### config.mk
export PLATFORM = sky130hd
export DESIGN_NAME = pipe_core
export DESIGN_NICKNAME = d
export VERILOG_FILES = /design/src/source/pipe_pkg.sv /design/src/source/pipe_core.sv /design/src/source/retire_unit.sv /design/src/source/flow_controller.sv /design/src/source/stage_register.sv /design/src/source/fetch_unit.sv
export SDC_FILE = /design/constraint.sdc
export NUM_CORES = 1
export LEC_CHECK = 0
export ABC_AREA = 1
export CORE_ASPECT_RATIO = 2
export CORE_MARGIN = 2
export CORE_UTILIZATION = 68
export CTS_CLUSTER_SIZE = 20
export DETAILED_ROUTE_END_ITERATION = 8
export DONT_BUFFER_PORTS = 1
export PLACE_DENSITY = 0.84
export SLEW_MARGIN = 0
export SYNTH_ARGS = -nofsm -noshare
export SYNTH_HDL_FRONTEND = slang
export SYNTH_SLANG_ARGS = --single-unit
export TNS_END_PERCENT = 50
### constraint.sdc
create_clock -name clk -period 7 [get_ports clk]
set_input_delay 1.4 -clock clk [delete_from_list [all_inputs] [get_ports clk]]
set_output_delay 1.4 -clock clk [all_outputs]
set_load 0.05 [all_outputs]
### src/source/pipe_pkg.sv
`default_nettype none

package pipe_pkg;

    // ~~~~~~~~~~~~~~~~~~~~~~~~~~~~~~~~~~~~~~~~~~~~~~~~~~~~~~~~~~~~~~~~~~~~~~~~~~~~
    // field widths
    // ~~~~~~~~~~~~~~~~~~~~~~~~~~~~~~~~~~~~~~~~~~~~~~~~~~~~~~~~~~~~~~~~~~~~~~~~~~~~
    localparam int instr_width  = 32;
    localparam int opcode_width = 4;
    localparam int reg_width    = 5;
    localparam int target_width = 12;

    // decode, execute, memory, write-back
    localparam int num_stages = 4;

    // bit positions, packed from the top of the word down
    localparam int opcode_lsb = instr_width - opcode_width;
    localparam int dest_lsb   = opcode_lsb - reg_width;
    localparam int src_a_lsb  = dest_lsb - reg_width;
    localparam int src_b_lsb  = src_a_lsb - reg_width;
    localparam int taken_pos  = src_b_lsb - 1;
    localparam int target_lsb = taken_pos - target_width;

    // ~~~~~~~~~~~~~~~~~~~~~~~~~~~~~~~~~~~~~~~~~~~~~~~~~~~~~~~~~~~~~~~~~~~~~~~~~~~~
    // micro-op kinds
    // ~~~~~~~~~~~~~~~~~~~~~~~~~~~~~~~~~~~~~~~~~~~~~~~~~~~~~~~~~~~~~~~~~~~~~~~~~~~~
    typedef enum logic [opcode_width-1:0] {
        op_nop    = 4'd0,
        op_alu    = 4'd1,
        op_load   = 4'd2,
        op_store  = 4'd3,
        op_branch = 4'd4,
        op_jump   = 4'd5
    } opcode_t;

endpackage

`default_nettype wire
### src/source/pipe_core.sv
`timescale 1ns/1ns
`default_nettype none

module pipe_core #(
    parameter int addr_width = 12
) (
    input  logic                               clk,
    input  logic                               rst,
    output logic [addr_width-1:0]              instruction_addr,
    input  logic [pipe_pkg::instr_width-1:0]   instruction_data,
    input  logic                               instruction_memory_busy,
    input  logic                               execute_busy,
    input  logic                               data_memory_busy,
    output logic                               retire_valid,
    output logic [addr_width-1:0]              retire_pc,
    output pipe_pkg::opcode_t                  retire_opcode,
    output logic [pipe_pkg::reg_width-1:0]     retire_dest,
    output logic [31:0]                        retire_count
);

    // entry 0 is the fetch output, entry k+1 the output of stage k
    pipe_pkg::opcode_t                pipe_opcode [pipe_pkg::num_stages+1];
    logic [pipe_pkg::reg_width-1:0]   pipe_dest   [pipe_pkg::num_stages+1];
    logic [pipe_pkg::reg_width-1:0]   pipe_src_a  [pipe_pkg::num_stages+1];
    logic [pipe_pkg::reg_width-1:0]   pipe_src_b  [pipe_pkg::num_stages+1];
    logic                             pipe_taken  [pipe_pkg::num_stages+1];
    logic [addr_width-1:0]            pipe_target [pipe_pkg::num_stages+1];
    logic [addr_width-1:0]            pipe_pc     [pipe_pkg::num_stages+1];

    logic [pipe_pkg::num_stages-1:0]  stall;
    logic [pipe_pkg::num_stages-1:0]  nullify;
    logic                             redirect;
    logic [addr_width-1:0]            redirect_pc;
    logic                             stall_fetch;

    fetch_unit #(.addr_width(addr_width)) u_fetch_unit (
        .clk                     (clk),
        .rst                     (rst),
        .stall_fetch             (stall_fetch),
        .redirect                (redirect),
        .redirect_pc             (redirect_pc),
        .instruction_addr        (instruction_addr),
        .instruction_data        (instruction_data),
        .instruction_memory_busy (instruction_memory_busy),
        .fetch_opcode            (pipe_opcode[0]),
        .fetch_dest              (pipe_dest[0]),
        .fetch_src_a             (pipe_src_a[0]),
        .fetch_src_b             (pipe_src_b[0]),
        .fetch_taken             (pipe_taken[0]),
        .fetch_target            (pipe_target[0]),
        .fetch_pc                (pipe_pc[0])
    );

    // ~~~~~~~~~~~~~~~~~~~~~~~~~~~~~~~~~~~~~~~~~~~~~~~~~~~~~~~~~~~~~~~~~~~~~~~~~~~~
    // decode, execute, memory, write-back
    // ~~~~~~~~~~~~~~~~~~~~~~~~~~~~~~~~~~~~~~~~~~~~~~~~~~~~~~~~~~~~~~~~~~~~~~~~~~~~
    for (genvar k = 0; k < pipe_pkg::num_stages; k++) begin : g_stage
        stage_register #(.addr_width(addr_width)) u_stage_register (
            .clk        (clk),
            .rst        (rst),
            .stall      (stall[k]),
            .nullify    (nullify[k]),
            .in_opcode  (pipe_opcode[k]),
            .in_dest    (pipe_dest[k]),
            .in_src_a   (pipe_src_a[k]),
            .in_src_b   (pipe_src_b[k]),
            .in_taken   (pipe_taken[k]),
            .in_target  (pipe_target[k]),
            .in_pc      (pipe_pc[k]),
            .out_opcode (pipe_opcode[k+1]),
            .out_dest   (pipe_dest[k+1]),
            .out_src_a  (pipe_src_a[k+1]),
            .out_src_b  (pipe_src_b[k+1]),
            .out_taken  (pipe_taken[k+1]),
            .out_target (pipe_target[k+1]),
            .out_pc     (pipe_pc[k+1])
        );
    end

    flow_controller #(.addr_width(addr_width)) u_flow_controller (
        .decode_opcode           (pipe_opcode[1]),
        .decode_src_a            (pipe_src_a[1]),
        .decode_src_b            (pipe_src_b[1]),
        .decode_target           (pipe_target[1]),
        .execute_opcode          (pipe_opcode[2]),
        .execute_dest            (pipe_dest[2]),
        .execute_taken           (pipe_taken[2]),
        .execute_target          (pipe_target[2]),
        .execute_busy            (execute_busy),
        .data_memory_busy        (data_memory_busy),
        .instruction_memory_busy (instruction_memory_busy),
        .stall                   (stall),
        .nullify                 (nullify),
        .redirect                (redirect),
        .redirect_pc             (redirect_pc),
        .stall_fetch             (stall_fetch)
    );

    retire_unit #(.addr_width(addr_width)) u_retire_unit (
        .clk           (clk),
        .rst           (rst),
        .wb_opcode     (pipe_opcode[pipe_pkg::num_stages]),
        .wb_dest       (pipe_dest[pipe_pkg::num_stages]),
        .wb_pc         (pipe_pc[pipe_pkg::num_stages]),
        .frozen        (stall[pipe_pkg::num_stages-1]),
        .retire_valid  (retire_valid),
        .retire_pc     (retire_pc),
        .retire_opcode (retire_opcode),
        .retire_dest   (retire_dest),
        .retire_count  (retire_count)
    );

endmodule

`default_nettype wire

### src/source/retire_unit.sv
`timescale 1ns/1ns
`default_nettype none

module retire_unit #(
    parameter int addr_width = 12
) (
    input  logic                               clk,
    input  logic                               rst,
    input  pipe_pkg::opcode_t                  wb_opcode,
    input  logic [pipe_pkg::reg_width-1:0]     wb_dest,
    input  logic [addr_width-1:0]              wb_pc,
    input  logic                               frozen,
    output logic                               retire_valid,
    output logic [addr_width-1:0]              retire_pc,
    output pipe_pkg::opcode_t                  retire_opcode,
    output logic [pipe_pkg::reg_width-1:0]     retire_dest,
    output logic [31:0]                        retire_count
);

    // a record sits in write-back for exactly one unfrozen cycle
    assign retire_valid  = (wb_opcode != pipe_pkg::op_nop) && !frozen;
    assign retire_pc     = wb_pc;
    assign retire_opcode = wb_opcode;
    assign retire_dest   = wb_dest;

    // retirements before the one currently shown
    always_ff @(posedge clk) begin
        if (rst) begin
            retire_count <= '0;
        end else if (retire_valid) begin
            retire_count <= retire_count + 32'd1;
        end
    end

endmodule

`default_nettype wire

### src/source/flow_controller.sv
`timescale 1ns/1ns
`default_nettype none

module flow_controller #(
    parameter int addr_width = 12
) (
    input  pipe_pkg::opcode_t                  decode_opcode,
    input  logic [pipe_pkg::reg_width-1:0]     decode_src_a,
    input  logic [pipe_pkg::reg_width-1:0]     decode_src_b,
    input  logic [addr_width-1:0]              decode_target,
    input  pipe_pkg::opcode_t                  execute_opcode,
    input  logic [pipe_pkg::reg_width-1:0]     execute_dest,
    input  logic                               execute_taken,
    input  logic [addr_width-1:0]              execute_target,
    input  logic                               execute_busy,
    input  logic                               data_memory_busy,
    input  logic                               instruction_memory_busy,
    output logic [pipe_pkg::num_stages-1:0]    stall,
    output logic [pipe_pkg::num_stages-1:0]    nullify,
    output logic                               redirect,
    output logic [addr_width-1:0]              redirect_pc,
    output logic                               stall_fetch
);

    localparam int st_decode  = 0;
    localparam int st_execute = 1;

    logic load_use;

    // ~~~~~~~~~~~~~~~~~~~~~~~~~~~~~~~~~~~~~~~~~~~~~~~~~~~~~~~~~~~~~~~~~~~~~~~~~~~~
    // operand use per opcode
    // ~~~~~~~~~~~~~~~~~~~~~~~~~~~~~~~~~~~~~~~~~~~~~~~~~~~~~~~~~~~~~~~~~~~~~~~~~~~~
    function automatic logic reads_src_a(input pipe_pkg::opcode_t op);
        return op inside {pipe_pkg::op_alu, pipe_pkg::op_load,
                          pipe_pkg::op_store, pipe_pkg::op_branch};
    endfunction

    function automatic logic reads_src_b(input pipe_pkg::opcode_t op);
        return op inside {pipe_pkg::op_alu, pipe_pkg::op_store, pipe_pkg::op_branch};
    endfunction

    // load result is not ready until memory
    // r0 never carries a dependency
    assign load_use = (execute_opcode == pipe_pkg::op_load)
                   && (execute_dest != '0)
                   && ((reads_src_a(decode_opcode) && (decode_src_a == execute_dest))
                    || (reads_src_b(decode_opcode) && (decode_src_b == execute_dest)));

    // later rules override earlier ones
    always_comb begin
        redirect    = 1'b0;
        redirect_pc = '0;
        stall_fetch = 1'b0;
        stall       = '0;
        nullify     = '0;

        // jump resolves in decode
        if (decode_opcode == pipe_pkg::op_jump) begin
            redirect             = 1'b1;
            redirect_pc          = decode_target;
            nullify[st_decode]   = 1'b1;
        end

        // taken branch is older, so it wins over a jump behind it
        if ((execute_opcode == pipe_pkg::op_branch) && execute_taken) begin
            redirect             = 1'b1;
            redirect_pc          = execute_target;
            nullify[st_decode]   = 1'b1;
            nullify[st_execute]  = 1'b1;
        end

        // ~~~~~~~~~~~~~~~~~~~~~~~~~~~~~~~~~~~~~~~~~~~~~~~~~~~~~~~~~~~~~~~~~~~~~~~~
        // stalls
        // ~~~~~~~~~~~~~~~~~~~~~~~~~~~~~~~~~~~~~~~~~~~~~~~~~~~~~~~~~~~~~~~~~~~~~~~~
        if (instruction_memory_busy) begin
            // the busy word is dropped anyway, so a redirect may still move the pc
            stall_fetch          = !redirect;
            nullify[st_decode]   = 1'b1;
        end

        // bubble into execute while the consumer waits in decode
        if (load_use) begin
            stall_fetch          = 1'b1;
            stall[st_decode]     = 1'b1;
            nullify[st_execute]  = 1'b1;
        end

        // freeze everything
        // the redirect comes back next cycle
        if (execute_busy || data_memory_busy) begin
            stall_fetch = 1'b1;
            stall       = '1;
            nullify     = '0;
            redirect    = 1'b0;
        end
    end

endmodule

`default_nettype wire

### src/source/stage_register.sv
`timescale 1ns/1ns
`default_nettype none

module stage_register #(
    parameter int addr_width = 12
) (
    input  logic                               clk,
    input  logic                               rst,
    input  logic                               stall,
    input  logic                               nullify,
    input  pipe_pkg::opcode_t                  in_opcode,
    input  logic [pipe_pkg::reg_width-1:0]     in_dest,
    input  logic [pipe_pkg::reg_width-1:0]     in_src_a,
    input  logic [pipe_pkg::reg_width-1:0]     in_src_b,
    input  logic                               in_taken,
    input  logic [addr_width-1:0]              in_target,
    input  logic [addr_width-1:0]              in_pc,
    output pipe_pkg::opcode_t                  out_opcode,
    output logic [pipe_pkg::reg_width-1:0]     out_dest,
    output logic [pipe_pkg::reg_width-1:0]     out_src_a,
    output logic [pipe_pkg::reg_width-1:0]     out_src_b,
    output logic                               out_taken,
    output logic [addr_width-1:0]              out_target,
    output logic [addr_width-1:0]              out_pc
);

    // stall keeps the record even when nullify is also set
    always_ff @(posedge clk) begin
        if (rst) begin
            out_opcode <= pipe_pkg::op_nop;
        end else if (!stall) begin
            out_opcode <= nullify ? pipe_pkg::op_nop : in_opcode;
        end
    end

    always_ff @(posedge clk) begin
        if (!stall) begin
            if (nullify) begin
                out_dest  <= '0;
                out_src_a <= '0;
                out_src_b <= '0;
                out_taken <= 1'b0;
            end else begin
                out_dest  <= in_dest;
                out_src_a <= in_src_a;
                out_src_b <= in_src_b;
                out_taken <= in_taken;
            end
            out_target <= in_target;
            out_pc     <= in_pc;
        end
    end

endmodule

`default_nettype wire

### src/source/fetch_unit.sv
`timescale 1ns/1ns
`default_nettype none

module fetch_unit #(
    parameter int addr_width = 12
) (
    input  logic                               clk,
    input  logic                               rst,
    input  logic                               stall_fetch,
    input  logic                               redirect,
    input  logic [addr_width-1:0]              redirect_pc,
    output logic [addr_width-1:0]              instruction_addr,
    input  logic [pipe_pkg::instr_width-1:0]   instruction_data,
    input  logic                               instruction_memory_busy,
    output pipe_pkg::opcode_t                  fetch_opcode,
    output logic [pipe_pkg::reg_width-1:0]     fetch_dest,
    output logic [pipe_pkg::reg_width-1:0]     fetch_src_a,
    output logic [pipe_pkg::reg_width-1:0]     fetch_src_b,
    output logic                               fetch_taken,
    output logic [addr_width-1:0]              fetch_target,
    output logic [addr_width-1:0]              fetch_pc
);

    logic [addr_width-1:0]             pc;
    logic [pipe_pkg::target_width-1:0] target_field;

    assign instruction_addr = pc;
    assign fetch_pc         = pc;
    assign target_field     = instruction_data[pipe_pkg::target_lsb +: pipe_pkg::target_width];

    // a busy memory hands decode a bubble
    always_comb begin
        if (instruction_memory_busy) begin
            fetch_opcode = pipe_pkg::op_nop;
            fetch_dest   = '0;
            fetch_src_a  = '0;
            fetch_src_b  = '0;
            fetch_taken  = 1'b0;
            fetch_target = '0;
        end else begin
            fetch_opcode = pipe_pkg::opcode_t'(
                instruction_data[pipe_pkg::opcode_lsb +: pipe_pkg::opcode_width]);
            fetch_dest   = instruction_data[pipe_pkg::dest_lsb +: pipe_pkg::reg_width];
            fetch_src_a  = instruction_data[pipe_pkg::src_a_lsb +: pipe_pkg::reg_width];
            fetch_src_b  = instruction_data[pipe_pkg::src_b_lsb +: pipe_pkg::reg_width];
            fetch_taken  = instruction_data[pipe_pkg::taken_pos];
            // narrow pc spaces only keep the low target bits
            fetch_target = target_field[addr_width-1:0];
        end
    end

    always_ff @(posedge clk) begin
        if (rst) begin
            pc <= '0;
        end else if (!stall_fetch) begin
            if (redirect) begin
                pc <= redirect_pc;
            end else begin
                pc <= pc + addr_width'(1);
            end
        end
    end

endmodule

`default_nettype wire

=== Word-level counts from Yosys, hierarchy flattened ===
Index checks and enable logic that the tools add are counted.

* $add $sub $neg: 2
* Multiply operators: 0
* Divide/modulo/power cells: 0
* $lt $le $gt $ge: 0
* Eq/ne operators: 9
* Shifts and indexed selects: 0
* Multiplexer cells: 20
* Bitwise operators: 0
* Reductions and logical operators: 15

{| class="wikitable"
|+ Operators by type and width
! cell !! count
|-
| 12-bit two-way mux || 3
|-
| 32-bit by 1-bit adder with 32-bit output, second input constant || 1
|-
| 4-bit two-way mux || 6
|-
| 12-bit by 1-bit adder with 12-bit output, second input constant || 1
|-
| 4-bit by 2-bit == test with 1-bit output, second input constant || 3
|-
| 4-bit by 3-bit == test with 1-bit output, second input constant || 3
|-
| 5-bit == test || 2
|-
| 1-bit two-way mux || 9
|-
| 4-bit nonzero test || 2
|-
| 1-bit logical AND || 6
|-
| 5-bit nonzero test || 1
|-
| 4-bit by 1-bit == test with 1-bit output, second input constant || 1
|-
| 2-bit two-way mux || 2
|-
| 3-bit nonzero test || 1
|-
| 1-bit zero test || 2
|-
| 1-bit logical OR || 2
|-
| 2-bit OR reduction || 1
|}

* Register bits: 164
* Latch bits: 0
* RAM bits: 0
* Memory bits (read-only): 0
* Input bits: 37
* Output and inout bits: 66
* Word-level logic and storage cells: 66
* Memories kept: 0

=== Longest topological paths before layout ===
* Depth in word-level cells: 9
* Gate-level depth with buffers: 14
* Depth with buffers taken out: 13

=== Cells and area by module ===
From an unflattened synthesis, not the netlist that was laid out.

* Cell total of the unflattened synthesis: 977
* Area total of the unflattened synthesis: 9,633.0 um^2

{| class="wikitable"
|+ Modules (own cells, without submodules)
! module !! instances !! cells an instance !! area each (um^2)
|-
| stage_register || 4 || 92 || 1,482.7
|-
| retire_unit || 1 || 302 || 2,015.7
|-
| fetch_unit || 1 || 193 || 1,091.0
|-
| flow_controller || 1 || 114 || 595.6
|}

=== Least setup slack after synthesis ===
OpenSTA, ideal clock, no wires.

* Path kind: input to register
* Start: input data_memory_busy
* End: register g_stage[1].u_stage_register.out_dest[0] in the netlist's numbering, data pin
* Library setup time: 362 ps
* Arrival: 4,001 ps
* Data required time: 6,638 ps
* Setup slack: 2,637 ps
* Cell stages on the path: 4
* Cells stage by stage: nor2_4 buf_2 clkbuf_1 a21boi_0

* Cells in the longest elaborated chain, start to end: 2

{| class="wikitable"
|+ Ends and longest elaborated chain
! element !! line !! source
|-
| from (decl) || pipe_core.sv:13 || <nowiki>input logic data_memory_busy,</nowiki>
|-
| 1-bit logical OR || flow_controller.sv:90 || <nowiki>if (execute_busy || data_memory_busy) begin</nowiki>
|-
| 2-bit two-way mux || flow_controller.sv:90 ||
|-
| to (signal assigned) || stage_register.sv:44 || <nowiki>out_dest <= in_dest;</nowiki>
|-
| to (decl) || stage_register.sv:19 || <nowiki>output logic [pipe_pkg::reg_width-1:0] out_dest,</nowiki>
|}

No other way between the ends.
A chain may end at the register's enable or synchronous reset.

=== Worst setup path after layout ===
* Start: input data_memory_busy
* End: output retire_valid

* Cells in the longest elaborated chain, start to end: 4

{| class="wikitable"
|+ Ends and longest elaborated chain
! element !! line !! source
|-
| 1-bit logical OR || flow_controller.sv:90 ||
|-
| 4-bit two-way mux || flow_controller.sv:90 ||
|-
| 1-bit zero test || retire_unit.sv:21 || <nowiki>assign retire_valid = (wb_opcode != pipe_pkg::op_nop) && !frozen;</nowiki>
|-
| 1-bit logical AND || retire_unit.sv:21 ||
|-
| to (decl) || pipe_core.sv:14 || <nowiki>output logic retire_valid,</nowiki>
|}

No other way between the ends.

==> results.tsv <==
stage	metric	value	unit
timing	RSZ-0062 raised after global routing	false	
global_route	Global Route Usage Sum	27.50	%
job	MaxCap Viol Count	0	
final_layout	share of cells above drive strength 1	7.741	%
route	DRC errors left	0	
hold_path	worst min path class	reg2reg	
logic_synthesis	post-synthesis sequential area ratio	60.79	%
floorplanning	row cnt	52	
critical_path	CP Class	in2out	
critical_path	CP Launch Type	input port	
timing	final setup fails	0	
route	final antenna-violating net count	0	
critical_path	CP Capture Type	output pin	
clock_tree	CTS sink cnt	164	
logic_synthesis	Synth Instances	774	
clock_tree	post-cts sizing count	0	
timing	Least-Margin Pin Slew	1141	ps
clock_tree	Clk pin slew, worst setup/hold paths	70	ps
placement	gp weighted congestion	1.006	
critical_path	critical path's slowest cell	nor2_4	
clock_tree	Clock Latency Late Sink	420	ps
clock_tree	CTS tree	yes	
route	vias	5293	
logic_synthesis	Synth cell types	34	
timing	Final Slew Violations	0	
pwr	Leak	0.003124	µW
critical_path	WP buf/inv	1	
global_route	vias in the first global route	5159	
floorplanning	Die Ht	148.6	µm
final_layout	diode count	0	
critical_path	R2R Path End	g_stage[0].u_stage_register.out_pc[8]	
clock_tree	clk buf depth	2	
floorplanning	full die area	11340	µm²
route	Pre-Repair DR Iteration Count	6	
critical_path	crit path DAT	2530	ps
run_status	status	finished, final reports clean	
final_layout	most frequent cells in the layout	164 x nand2_1, 133 x nor2_1, 104 x inv_1, 104 x edfxtp_1, 60 x dfxtp_1	
final_layout	commonest non-fill, non-tap cell in the layout	nand2_1	
pwr	pwr dens	275.0	nW/µm²
critical_path	max incr delay on CP	620	ps
final_layout	fin nets	814	
clock_tree	Setup Fix Bufs, Post-CTS	0	
critical_path	Critical Path RT	5600	ps
route	routed len/inst	16.04	µm
route	Vias/cell	5.735	
timing	Slew Limit Headroom	23.86	%
critical_path	Worst Path Max Fanout	31	
logic_synthesis	Synth Warn #	0	
hold_path	Hold EP	g_stage[2].u_stage_register.out_pc[3]	
global_route	total congestion overflow	0	
floorplanning	core area	10150	µm²
route	1st-iter DRT viols	334	
logic_synthesis	synthesis-stage register bit count	164	
placement	IO buf count	0	
final_layout	area growth from synthesis to layout	9.534	%
timing	Max Clock Skew	8.546	ps
timing	final setup TNS	0	ps
route	Total Routed Length	14.80	mm
critical_path	r2r startpoint	g_stage[0].u_stage_register.out_opcode[2]	
timing	final hold violations	0	
floorplanning	die width	76.32	µm
critical_path	worst path cell trace	nor2_4 > nand2_4 > clkinv_2	
critical_path	delay-heaviest family, CP	simple AND/OR/NAND/NOR gates	
global_route	first-pass GRT wire length	24.23	mm
clock_tree	Post-CTS Hold Fix Bufs	0	
timing	top achievable clock speed	0.2545	GHz
clock_tree	clk root buf	clkbuf_16	
placement	post-place setup slack	2949	ps
logic_synthesis	Synth Net Count	813	
floorplanning	Starting Density	70.08	%
floorplanning	Ports	103	
global_route	largest net degree at the start of global routing	76	
clock_tree	Inserted Clock Buffers	17	
critical_path	reg-to-reg slack, setup	4500	ps
global_route	initial antenna violation count	0	
timing	Final period util	56.12	%
logic_synthesis	Post-Synthesis Cell Area	7113	µm²
placement	DP HPWL	10.30	mm
pwr	worst vdd ir	0.0002267	V
critical_path	r2r worst-path depth	11	
clock_tree	H-tree level count	4	
timing	post-route setup slack	3071	ps
hold_path	hold_sp	g_stage[1].u_stage_register.out_pc[3]	
hold_path	hold path depth	0	
timing	crit path time final	3929	ps
logic_synthesis	Syn Area/Cell	9.190	µm²
## kinds of logic after synthesis
family	after synthesis	synth area share, %
XOR/XNOR	18	2.216
flip-flops	164	60.79
adder cells (fa/ha/maj)	2	0.3517
AND/OR/NAND/NOR	390	23.94
AO/OA/AOI/OAI	73	5.558
buffers and inverters	127	7.141
## stage by stage
step	utilization (%)	instance area, µm²	power, µW	instances	hold WS [ps]
floorplan	-	7113	1214	774	400.3
global placement	70.86	7192	1230	891	401.1
detailed placement	70.86	7192	1237	891	404.5
CTS	76.76	7791	2154	923	416.5
global route	76.76	7791	2205	923	421.7
finish	76.76	7791	2143	923	417.1
## registers in the layout, indices dropped and copies added (netlist names)
| name | flops |
|---|---|
| g_stage.u_stage_register.out_dest | 20 |
| g_stage.u_stage_register.out_opcode | 16 |
| g_stage.u_stage_register.out_pc | 48 |
| g_stage.u_stage_register.out_src_a | 5 |
| g_stage.u_stage_register.out_src_b | 5 |
| g_stage.u_stage_register.out_taken | 2 |
| g_stage.u_stage_register.out_target | 24 |
| u_fetch_unit.fetch_pc | 12 |
| u_retire_unit.retire_count | 32 |
## cell usage after synthesis, drive strengths merged
master / count / share of area, %
a21oi: 21 / 1.5
nor4: 1 / 0.088
a21boi: 6 / 0.63
o21ai: 40 / 2.8
xor2: 9 / 1.1
nand3b: 2 / 0.21
nand2: 172 / 9.5
inv: 106 / 5.6
nor2: 142 / 8.2
nand4: 18 / 1.6
o21bai: 1 / 0.11
dfxtp: 60 / 17
o22ai: 3 / 0.26
buf: 10 / 0.95
clkinv: 1 / 0.070
xnor2: 9 / 1.1
ha: 2 / 0.35
o21a: 2 / 0.21
edfxtp: 104 / 44
nor3: 13 / 1.1
clkbuf: 10 / 0.53
nand3: 42 / 3.3
## layer usage
metal	track usage (%)	routed length [µm]	vias to the layer above
met5	0	0	-
met4	20.09	964	0
met3	7.585	978	67
met2	49.07	7849	242
met1	26.78	5011	2475
li1	-	-	2509
## worst max path at each step
stage / cells past startpoint / endpoint / from / slack, ps
5_1_grt: 3 / retire_valid / data_memory_busy / 2990
3_5_place_dp: 9 / u_fetch_unit.fetch_pc[1] / data_memory_busy / 2950
6_report: 3 / retire_valid / data_memory_busy / 3070
4_1_cts: 3 / retire_valid / data_memory_busy / 3070
2_1_floorplan: 4 / g_stage[1].u_stage_register.out_dest[0] / data_memory_busy / 2640
3_3_place_gp: 5 / g_stage[0].u_stage_register.out_src_b[3] / data_memory_busy / 3060
## area by class of cell
class,instances,area [µm²]
Sequential cell,164,4324
Clock inverter,13,135.1
Tap cell,135,168.9
Clock buffer,19,464.2
Multi-Input combinational cell,483,2281
Inverter,107,402.9
Timing Repair Buffer,2,15.01
Fill cell,706,2359
## power breakdown
| group | internal (µW) | switching (µW) | leakage [µW] |
|---|---|---|---|
| clock | 532 | 392 | 0.000301 |
| sequential | 1070 | 57.8 | 0.00147 |
| combinational | 27.1 | 65.0 | 0.00135 |
Note: power is estimated with default switching activity, not from simulation.
